`config.mk`:
```
export PLATFORM = sky130hd
export DESIGN_NAME = data_align
export DESIGN_NICKNAME = d
export VERILOG_FILES = /design/src/logic/cache_pkg.sv /design/src/logic/data_align.sv
export SDC_FILE = /design/constraint.sdc
export NUM_CORES = 1
export LEC_CHECK = 0
export BUFFER_PORTS_ARGS = -buffer_cell sky130_fd_sc_hd__buf_2
export CORE_AREA = 2 2 69 71
export DETAILED_ROUTE_END_ITERATION = 8
export DIE_AREA = 0 0 71 73
export PLACE_DENSITY = 0.81
export SYNTH_ARGS = -nofsm -noshare
export SYNTH_HDL_FRONTEND = slang
export SYNTH_SLANG_ARGS = --single-unit
export TNS_END_PERCENT = 30
```
`constraint.sdc`:
```
create_clock -name vclk -period 1.99
set_input_delay 0.2985 -clock vclk [all_inputs]
set_output_delay 0.2985 -clock vclk [all_outputs]
set_load 0.05 [all_outputs]
```
`src/logic/cache_pkg.sv`:
```
/* Cache array shared definitions
   Address field widths, way count and the common vector types */

package cache_pkg;

    // Address and data sizes
    localparam int ADDR_W        = 32;
    localparam int WORD_W        = 32;
    localparam int OFFSET_BITS   = 2;  // Byte within a word
    localparam int WORD_SEL_BITS = 2;  // Word within a line

    // Associativity, fixed by the 2-bit age
    localparam int NUM_WAYS = 4;
    localparam int AGE_MAX  = 3;  // Age of the most recently used way

    // Byte address as seen on the cache port
    typedef logic [ADDR_W-1:0] addr_t;

    typedef logic [WORD_W-1:0] word_t;

    // Higher value means more recently used
    typedef logic [1:0] age_t;

    typedef logic [$clog2(NUM_WAYS)-1:0] way_idx_t;

    typedef logic [WORD_SEL_BITS-1:0] word_sel_t;

    // RV32I load funct3 style access size
    //   bit 1 selects word
    //   bit 0 selects half when bit 1 is clear
    //   bit 2 selects zero extension
    typedef logic [2:0] width_sel_t;

endpackage
```
`src/logic/data_align.sv`:
```
/* Load and store lane alignment
   Extracts and extends byte or half loads, merges byte or half stores */

`timescale 1ns/1ps

module data_align (
    input  logic [cache_pkg::OFFSET_BITS-1:0] offset,
    input  cache_pkg::width_sel_t             width_sel,
    input  cache_pkg::word_t                  line_word,
    input  cache_pkg::word_t                  din,
    output cache_pkg::word_t                  load_data,
    output cache_pkg::word_t                  store_word
);

    logic [4:0]  byte_pos;  // Bit position of the addressed byte
    logic [4:0]  half_pos;
    logic [7:0]  ld_byte;
    logic [15:0] ld_half;
    logic        is_word;
    logic        is_half;
    logic        is_unsigned;

    assign byte_pos    = {offset, 3'b000};
    assign half_pos    = {offset[1], 4'b0000};
    assign is_word     = width_sel[1];
    assign is_half     = width_sel[0] && !width_sel[1];
    assign is_unsigned = width_sel[2];

    assign ld_byte = line_word[byte_pos +: 8];
    assign ld_half = line_word[half_pos +: 16];

    // Load extraction
    always_comb begin
        if (is_word) begin
            load_data = line_word;
        end else if (is_half) begin
            load_data = {{16{ld_half[15] && !is_unsigned}}, ld_half};
        end else begin
            load_data = {{24{ld_byte[7] && !is_unsigned}}, ld_byte};
        end
    end

    // Store merge, untouched lanes keep the stored word
    always_comb begin
        store_word = line_word;
        if (is_word) begin
            store_word = din;
        end else if (is_half) begin
            store_word[half_pos +: 16] = din[15:0];
        end else begin
            store_word[byte_pos +: 8] = din[7:0];
        end
    end

endmodule

```
==> qor.yml <==
max-cap-violations: 0
grt_pass1_vias: 2508
avgSynthCellArea_um2: 7.11
antenna_found_initial: 0
fp.dieArea_um2: 5180
drive_gt1_share_pct: 60.2
fin_cells: 436
violations: "setup timing"
die_h_um: 73
rsz0062_at_grt: "yes"
busiest_layer: "met2"
grt_max_degree: 24
vias_per_cell: 6.13
timing.slew.headroom_pct: 63.5
num_io_pins: 133
post-route-util_pct: 73.1
cp.required_ns: 1.69
crit_fanout: 5
clkbuf_count: 0
vias: 2671
start_util_pct: 36.1
met2_usage_pct: 52.3
crit_top_cell: "buf_6"
timing.final.crit_period_ns: 2.04
synth.area.top_cells: "a221oi_1 17%, mux2i_1 15%, a22o_1 8.0%"
drtIter0Drc: 174
place_area_um2: 2790
fin_nets: 458
maxSlewViolCount: 0
diodes: 0
overflow: 0
crit_chain: "buf_12 -> inv_8 -> ha_2 -> nor2_4 -> nor4b_4 -> buf_6 -> a221oi_2 -> a221oi_4 -> buf_6"
wl_mm: 8.46
gp_congestion: 0.899
crit_slowest_cell: "nor4b_4"
outcome: "finished with violations"
wire_per_inst_um: 19.4
grtUsageMet1_pct: 37.3
setup_viol: 21
antenna_left: 0
syn_inst: 230
worst_pin_slew_ns: 0.546
synth_warnings: 0
fin_area_um2: 3320
endpoint_kind: "output port"
slowest_delay_ns: 0.30
fmax_mhz: 489
worst-setup-path-type: "primary input to output port"
core_um2: 4540
hold_class: "primary input to output port"
layout_setup_ws_ns: -0.0543
yosysTopAreaCell: "a221oi_1"
syn_area_um2: 1640
synthesis.nets: 304
flops_and_latches: 0
seq_area_frac_synth_pct: 0
ir_drop_v: 0.000225
io_buffer_count: 133
synth_cell_types: 40
power.density_nw_per_um2: 402
area_growth_pct: 103
dp_cells: 428
seqCellArea_um2: 0
power_leakage_uw: 0.00169
synthTopCellsByCount: "32 x nand2_1, 31 x a221oi_1, 26 x inv_1, 25 x mux2i_1, 15 x a22o_1"
finalCritPeriodShare_pct: 103
drc_errors: 0
grt_first_pass_wirelength_mm: 12.4
synth_top_cell_area_share_pct: 16.6
drtPass1Iterations: 6
track_usage_pct: 29.3
fillCellCount: 333
cp-start-kind: "primary input"
die_w_um: 71
tns_ns: -0.661
multi_input_area_um2: 1850
hpwl_mm: 5.86
synth.most_common_cell: "nand2_1"
total_power_uw: 1330
grtUsageMet3_pct: 4.28
hold_viol: 0
cp.arrival_ns: 1.75
core.rowCount: 25
-- logic make-up after synthesis --
group,count (synthesis),synth area share [%]
simple gates,63,20.6
fa+ha+maj,5,3.83
buf+inv,52,14.5
mux,27,16.7
compound gates,83,44.5
-- report_power, final --
part | internal, uW | switching (uW) | total [uW]
Clock | 0 | 0 | 0
Combinational | 477 | 856 | 1330
Sequential | 0 | 0 | 0
-- worst max-delay path, delay by kind of cell --
family / cells / cell delay (ns)
buffers and inverters: 4 / 0.51
AND/OR/NAND/NOR: 2 / 0.45
AO/OA/AOI/OAI: 2 / 0.28
adder cells (fa/ha/maj): 1 / 0.19
-- layer usage --
layer / vias to the layer above / routed length [um]
met4: 0 / 80
met1: 1283 / 3360
met3: 10 / 675
li1: 1221 / -
met2: 157 / 4340
met5: - / 0
-- stage by stage --
stage | setup WS, ns | hold WS, ns
after floorplan | -0.234 | 0.808
after CTS | -0.0369 | 0.955
after detailed placement | -0.393 | 1.01
after global placement | -0.352 | 1.01
final | -0.0543 | 0.957
after global routing | -0.111 | 0.981
-- layout by cell type (no fill, tap or decap), types with 2 or more instances in the layout --
| cell | Yosys | routed |
|---|---|---|
| clkbuf_4 | 0 | 10 |
| inv_1 | 26 | 25 |
| nor2b_4 | 1 | 3 |
| a22o_1 | 15 | 15 |
| or2_1 | 2 | 2 |
| a21oi_1 | 2 | 2 |
| a222oi_1 | 8 | 8 |
| buf_2 | 10 | 90 |
| inv_8 | 0 | 2 |
| a31oi_1 | 7 | 7 |
| a221oi_2 | 1 | 20 |
| buf_4 | 3 | 39 |
| a221oi_4 | 0 | 12 |
| nor2_1 | 7 | 6 |
| nor3_1 | 8 | 8 |
| nand2_1 | 32 | 32 |
| mux2i_1 | 25 | 23 |
| mux2i_4 | 0 | 2 |
| buf_6 | 2 | 31 |
| o2bb2ai_1 | 7 | 7 |
| buf_12 | 0 | 5 |
| a221o_1 | 7 | 7 |
| ha_4 | 0 | 3 |
-- timing repair --
action                                  CTS  global route
gates resized for setup                  68            51
endpoints found under the setup margin   48            46
hold buffers                              0             0
pin swaps                                 8            11
buffers inserted                          4             4
-- area by class of cell --
type,instances,share of cell area (%)
Inverter,29,3.85
Multi-Input combinational cell,178,55.9
Tap cell,54,2.04
Timing Repair Buffer,175,38.2
-- path summary, 6_finish.rpt --
kind                      start        endpoint  depth (start not counted)
worst max-delay path  offset[0]  store_word[31]                          9
worst min-delay path    din[13]  store_word[13]                          4
No activity file was read; power rests on OpenSTA's default activity.
