<file path="src/logic/cache_pkg.sv">
/* Cache array shared definitions
   Address field widths, way count and the common vector types */

package cache_pkg;

    // Address and data sizes
    localparam int ADDR_W        = 32;
    localparam int WORD_W        = 32;
    localparam int OFFSET_BITS   = 2;  // Byte within a word
    localparam int WORD_SEL_BITS = 2;  // Word within a line

    // Associativity, fixed by the 2-bit age
    localparam int NUM_WAYS = 4;
    localparam int AGE_MAX  = 3;  // Age of the most recently used way

    // Byte address as seen on the cache port
    typedef logic [ADDR_W-1:0] addr_t;

    typedef logic [WORD_W-1:0] word_t;

    // Higher value means more recently used
    typedef logic [1:0] age_t;

    typedef logic [$clog2(NUM_WAYS)-1:0] way_idx_t;

    typedef logic [WORD_SEL_BITS-1:0] word_sel_t;

    // RV32I load funct3 style access size
    //   bit 1 selects word
    //   bit 0 selects half when bit 1 is clear
    //   bit 2 selects zero extension
    typedef logic [2:0] width_sel_t;

endpackage
</file>
<file path="src/logic/lru_tracker.sv">
/* Age based LRU tracker
   Keeps a recency age per way and set, picks the hit or victim way
   and ages the other ways on every access */

`timescale 1ns/1ps

module lru_tracker #(
    parameter int SET_BITS = 4
) (
    input  logic                          clk,
    input  logic                          rst,
    input  logic [SET_BITS-1:0]           set_idx,
    input  logic [cache_pkg::NUM_WAYS-1:0] way_hit,
    input  logic                          touch,
    input  logic                          inval,
    output cache_pkg::way_idx_t           chosen_way
);

    localparam int NUM_SETS = 2 ** SET_BITS;
    localparam int NUM_WAYS = cache_pkg::NUM_WAYS;

    cache_pkg::age_t age_mem [NUM_SETS][NUM_WAYS];

    cache_pkg::age_t     cur_age  [NUM_WAYS];
    cache_pkg::age_t     next_age [NUM_WAYS];
    cache_pkg::age_t     min_age;
    cache_pkg::age_t     used_age;
    cache_pkg::way_idx_t hit_way;
    cache_pkg::way_idx_t min_way;

    // Ages of the addressed set
    always_comb begin
        for (int w = 0; w < NUM_WAYS; w++) begin
            cur_age[w] = age_mem[set_idx][w];
        end
    end

    // Way choice
    always_comb begin
        hit_way = '0;
        for (int w = NUM_WAYS - 1; w >= 0; w--) begin
            if (way_hit[w]) begin
                hit_way = cache_pkg::way_idx_t'(w);  // Lowest index wins
            end
        end

        min_way = '0;
        min_age = cur_age[0];
        for (int w = 1; w < NUM_WAYS; w++) begin
            if (cur_age[w] < min_age) begin  // Strict, ties keep lower way
                min_way = cache_pkg::way_idx_t'(w);
                min_age = cur_age[w];
            end
        end

        chosen_way = (|way_hit) ? hit_way : min_way;
    end

    // Accessed way becomes newest, younger ways shift down by one
    always_comb begin
        used_age = cur_age[chosen_way];
        for (int w = 0; w < NUM_WAYS; w++) begin
            if (cache_pkg::way_idx_t'(w) == chosen_way) begin
                next_age[w] = cache_pkg::age_t'(cache_pkg::AGE_MAX);
            end else if (cur_age[w] > used_age) begin
                next_age[w] = cur_age[w] - 1'b1;
            end else begin
                next_age[w] = cur_age[w];
            end
        end
    end

    always_ff @(posedge clk) begin
        if (rst) begin
            for (int s = 0; s < NUM_SETS; s++) begin
                for (int w = 0; w < NUM_WAYS; w++) begin
                    age_mem[s][w] <= '0;
                end
            end
        end else if (inval) begin
            for (int w = 0; w < NUM_WAYS; w++) begin
                age_mem[set_idx][w] <= '0;  // Whole set back to oldest
            end
        end else if (touch) begin
            for (int w = 0; w < NUM_WAYS; w++) begin
                age_mem[set_idx][w] <= next_age[w];
            end
        end
    end

endmodule

</file>
<file path="config.mk">
export PLATFORM = sky130hd
export DESIGN_NAME = lru_tracker
export DESIGN_NICKNAME = d
export VERILOG_FILES = /design/src/logic/cache_pkg.sv /design/src/logic/lru_tracker.sv
export SDC_FILE = /design/constraint.sdc
export NUM_CORES = 1
export LEC_CHECK = 0
export ABC_AREA = 1
export BUFFER_PORTS_ARGS = -buffer_cell sky130_fd_sc_hd__buf_4
export CORE_MARGIN = 8
export CORE_UTILIZATION = 60
export DETAILED_ROUTE_END_ITERATION = 6
export PLACE_DENSITY = 0.77
export SETUP_SLACK_MARGIN = 0.02
export SYNTH_ARGS = -nofsm -noshare
export SYNTH_HDL_FRONTEND = slang
export SYNTH_SLANG_ARGS = --single-unit
</file>
<file path="constraint.sdc">
create_clock -name clk -period 13.3 [get_ports clk]
set_input_delay 1.33 -clock clk [delete_from_list [all_inputs] [get_ports clk]]
set_output_delay 1.33 -clock clk [all_outputs]
set_load 0.01 [all_outputs]
</file>
==> flow_summary.toml, run 1 <==
[clock_network]
cts_root_buffer = "clkbuf_8"
post_cts_resized = 0
clk_pin_slew_worst_paths_ps = 60
cts_setup_buffers = 0
clock_latency_ps = 510
cts.sinks = 128
cts_tree = "yes"
cts_hold_buf = 0
htree_levels = 4
cts_made_buffers = 17
cts_buffer_depth = 2

[global_routing]
grt_util_all_layers_pct = 24.03
grt_pass1_vias = 5037
grt_antenna_before_repair = 0
grt_max_degree = 22
grt_pass1_wl_microns = 26550
grt_overflow = 0

[sta]
finalCritPeriodShare_pct = 47.49
grt_setup_unrepaired = "false"
max_slew.worst_pin.slew_ps = 1211
hold_ws_ps = 1477
finalSetupViolCount = 0
fin_skew_ps = 6.909
layout_min_cycle_time_ps = 6316
final.setup.tns_ps = 0
fmax_ghz = 0.1583
slew_violations = 0
hold_viol = 0
max_slew_margin_pct = 19.20

[synthesis]
yosysTopAreaCellShare_pct = 59.00
yosysWarningCount = 0
synth-simple-area-share_pct = 27.12
ys_top_cells_by_area = "edfxtp_1, nand2_1, nor2_2"
synth_edf_count = 128
synthMuxAreaShare_pct = 0
synth_nets = 678
synth-seq-cells = 128
synthArstFlopShare_pct = 0
synth_top_family_by_area = "simple AND/OR/NAND/NOR gates"
syn_area_per_cell_sq_um = 9.916
synth_compound_area_share_pct = 6.242
ys_seq_area_share_pct = 59.00
synth_top_flop_cell = "edfxtp_1"
synth_top_area_cell = "edfxtp_1"
synth-xor-area-share_pct = 0.5377
synth.top_cells.by_count = "nand2_1, edfxtp_1, nor2_1, nor2_2, a22oi_1"
netlist_instances = 657
synthAdderAreaFrac_pct = 1.728
netlist_area_sq_um = 6515
yosys.cell_types.count = 31
post-synth-top-count-cell = "nand2_1"

[route]
wirelength_microns = 17000
antenna_left = 0
drc_errors = 0
first_pass_iters = 7
viasPerCell = 6.126
drt_iter0_drc = 639
avgRoutedWirePerCell_microns = 20.78
vias = 5011

[floorplanning]
dieArea_sq_um = 14450
num_rows = 38
initial_core_util_pct = 60.90
io_pins = 14
die_h_microns = 120.2
core_sq_um = 10700
fp.dieW_microns = 120.2

[critical_path]
start_kind = "input port"
cp.arrival_ps = 6560
max_stage_delay_ps = 920
rr_worst_depth = 27
critical_path_class = "in -> reg"
worstPathMaxFanout = 21
cp_common_cell = "nand2_1"
cpMaxStageDelayCell = "nor2_2"
cp_data_required_time_ps = 13540
crit_path_end_kind = "flop"

[placed_design]
routabilityCongestion = 0.9366
io_buffers = 13
place_hpwl_microns = 11050

[power]
ir_drop_mv = 0.1004
power.density_nw_per_um2 = 152.4
p_leak_nw = 2.815

[finish]
drive_gt1_share_pct = 20.21
nets = 686
reg.largest.list = "age_mem (128)"
synthToLayoutAreaGrowth_pct = 11.52
largest_register_ffs = 128
fill_cells = 797
diodes = 0
top_register = "age_mem"

[job]
maxCapViolCount = 0

[min_path]
whs_path_depth = 8
hold_path_class = "reg -> reg"

[run_status]
outcome = "complete, no violations"
## kinds of logic (layout without fill, tap and decap cells)
| group | after synthesis | after routing |
|---|---|---|
| AND/OR/NAND/NOR | 390 | 390 |
| flip-flops | 128 | 128 |
| buffers and inverters | 68 | 89 |
| AO/OA/AOI/OAI | 58 | 58 |
| adder cells (fa/ha/maj) | 9 | 9 |
| XOR/XNOR | 4 | 4 |
## path summary, 6_finish.rpt
check	startpoint	to	slack [ps]
max reg2reg	age_mem[7][5]	age_mem[15][5]	8750
max	set_idx[0]	age_mem[15][5]	6980
min	age_mem[13][0]	age_mem[6][0]	1480
min reg2reg	age_mem[13][0]	age_mem[6][0]	1480
## stage by stage
step / instances / util [%] / power [mW] / instance area (sq um) / setup slack (ps)
after floorplan: 657 / - / 0.5637 / 6515 / 7891
after global placement: 786 / 61.80 / 0.5894 / 6611 / 6870
after detailed placement: 786 / 61.80 / 0.5943 / 6611 / 6712
after CTS: 818 / 67.92 / 1.103 / 7266 / 7127
after global routing: 818 / 67.92 / 1.136 / 7266 / 6510
final: 818 / 67.92 / 1.107 / 7266 / 6984
## final cells by class
class	instances	area, sq um	share of cell area (%)
clock inverter	14	236.5	3.255
timing repair buffer	14	105.1	1.447
clock buffer	18	417.9	5.752
multi-input combinational	461	2323	31.98
inverter	43	163.9	2.256
sequential	128	3844	52.90
tap	140	175.2	2.411
## power breakdown
part           internal [mW]  switching, mW
Combinational         0.0343         0.0919
Sequential             0.459        0.00518
Clock                  0.342          0.175
## cell usage in the layout, fill, tap and decap left out, types with 5 or more instances in the layout
cell / synthesis / final
nand2_1: 195 / 195
edfxtp_1: 128 / 128
nor2_1: 79 / 78
nor2_2: 62 / 63
a22oi_1: 40 / 40
inv_1: 32 / 32
nand3_1: 28 / 28
clkbuf_16: 0 / 16
buf_4: 1 / 14
nand2_2: 11 / 11
o22ai_1: 10 / 10
inv_2: 9 / 9
ha_1: 9 / 9
bufinv_16: 0 / 6
nand4_1: 5 / 5
## critical path: cells and delay by family
kind,cells,cell delay (ps)
compound gates,3,470
fa+ha+maj,2,580
simple gates,23,3380
buf+inv,6,770
## metal layers
metal	GRT usage, %	vias to the layer above	part of all wire, %
met5	0	-	0
met4	11.09	0	3.5
met3	4.709	56	9.9
met2	40.73	326	50
met1	29.22	2396	37
li1	-	2233	-
No activity file was read; power rests on OpenSTA's default activity.
==> run 2, diff against run 1 <==
==> constraint.sdc (replaced) <==
create_clock -name clk -period 6.45 [get_ports clk]
set_input_delay 0.645 -clock clk [delete_from_list [all_inputs] [get_ports clk]]
set_output_delay 0.645 -clock clk [all_outputs]
set_load 0.01 [all_outputs]
==> run 2 against run 1 <==
Against the previous run:
- cell count rose by 0.73%
- register-to-register slack got worse by 7000 ps
- wire length fell by 2.3%
- first-iteration DRC count increased by 5.2%
- critical endpoint is now age_mem[4][7]
- design area shrank 0.59%
- hold slack lost 550 ps
- core utilization is 0.40 points lower
- critical path type unchanged
- critical path depth increased by 3
- die area stayed put
==> flow_summary.toml, run 2 (same netlist as run 1, synthesis figures left out) <==
[run_status]
outcome = "complete, no violations"

[min_path]
hold_path_class = "in -> reg"

[global_routing]
grt_max_degree = 22
grt_overflow = 0
grt_pass1_wl_microns = 26030
grt_util_all_layers_pct = 23.94
grt_pass1_vias = 4809
grt_antenna_before_repair = 0

[route]
vias = 4932
avgRoutedWirePerCell_microns = 20.15
drt_iter0_drc = 672
viasPerCell = 5.985
antenna_left = 0
wirelength_microns = 16610
first_pass_iters = 6
drc_errors = 0

[floorplanning]
dieArea_sq_um = 14450
die_h_microns = 120.2
num_rows = 38
core_sq_um = 10700
io_pins = 14
fp.dieW_microns = 120.2
initial_core_util_pct = 60.90

[power]
sw_frac_of_total_pct = 25.52
p_leak_nw = 2.797
clkPwrFrac_pct = 43.4
intPower_mw = 1.605
comb_power_share_pct = 12.1
finalPower_mw = 2.155
seqPwrFrac_pct = 44.5
ir_drop_mv = 0.2054
switchingPower_mw = 0.5500
power.density_nw_per_um2 = 298.4

[critical_path]
start_kind = "input port"
cp_common_cell = "nand2_1"
cp_data_required_time_ps = 6710
crit_path_end_kind = "flop"
critical_path_class = "in -> reg"
cpMaxStageDelayCell = "nand2_2"
max_stage_delay_ps = 410
worstPathMaxFanout = 20
cp.arrival_ps = 5500

[finish]
drive_gt1_share_pct = 20.47
synthToLayoutAreaGrowth_pct = 10.87
largest_register_ffs = 128
layout_common_cells = "nand2_1, edfxtp_1, nor2_1"
nets = 692
final_area_sq_um = 7223
diodes = 0
fill_cells = 819
reg.largest.list = "age_mem (128)"
top_register = "age_mem"
final_util_pct = 67.52
layout_commonest_cell = "nand2_1"

[clock_network]
cts_tree = "yes"
cts_buffer_depth = 2
cts_setup_buffers = 0
cts_made_buffers = 17
cts_hold_buf = 0
clock_latency_ps = 530
htree_levels = 4
cts_root_buffer = "clkbuf_8"
clk_pin_slew_worst_paths_ps = 60
cts.sinks = 128
post_cts_resized = 0

[sta]
max_slew_margin_pct = 38.84
setup_slack_ps = 1212
finalCritPeriodShare_pct = 81.21
layout_min_cycle_time_ps = 5238
grt_setup_unrepaired = "false"
final.setup.tns_ps = 0
fin_skew_ps = 8.511
slew_violations = 0
finalSetupViolCount = 0
max_slew.worst_pin.slew_ps = 914.1
fmax_ghz = 0.1909
hold_viol = 0

[job]
maxCapViolCount = 0

[placed_design]
place_hpwl_microns = 11030
routabilityCongestion = 0.9357
io_buffers = 13
dp_slack_ps = 748.9
placed_area_sq_um = 6654
-- run 2: metal layers --
metal  wire length (microns)  part of all wire, %  track usage (%)
met1                    6541                   39            30.84
met2                    7856                   47            37.20
met3                    1626                  9.8            6.760
met4                     580                  3.5            10.69
met5                       0                    0                0
-- run 2: worst paths after layout --
kind / from / endpoint / slack, ps / depth (start not counted)
min reg2reg: age_mem[1][0] / age_mem[12][0] / 1510 / 8
min: rst / age_mem[7][1] / 930 / 4
max reg2reg: age_mem[11][5] / age_mem[4][7] / 1770 / 30
max: set_idx[0] / age_mem[4][7] / 1210 / 37
-- run 2: critical path, delay by kind of cell --
family          cells  cell delay (ps)
compound gates      2              290
fa+ha+maj           2              600
buf+inv             8             1250
simple gates       25             2680
-- run 2: power by group through the flow --
stage / registers, mW / clock network, mW / logic, mW
2_1_floorplan: 0.969 / 0 / 0.193
6_report: 0.958 / 0.936 / 0.261
3_5_place_dp: 0.975 / 0 / 0.254
4_1_cts: 0.958 / 0.935 / 0.256
5_1_grt: 0.961 / 0.969 / 0.287
3_3_place_gp: 0.973 / 0 / 0.246
-- run 2: through the flow --
| step | cells | hold WS [ps] |
|---|---|---|
| 4_1_cts | 824 | 915.6 |
| 3_5_place_dp | 792 | 1466 |
| 2_1_floorplan | 657 | 1036 |
| 5_1_grt | 824 | 973.5 |
| 3_3_place_gp | 792 | 1449 |
| 6_report | 824 | 931.3 |
-- run 2: final cells by class --
cell class | instances | area (sq um) | area share (%)
Clock buffer | 21 | 429.2 | 5.941
Clock inverter | 11 | 140.1 | 1.940
Inverter | 43 | 163.9 | 2.269
Multi-Input combinational cell | 461 | 2321 | 32.13
Sequential cell | 128 | 3844 | 53.21
Tap cell | 140 | 175.2 | 2.425
Timing Repair Buffer | 20 | 150.1 | 2.079
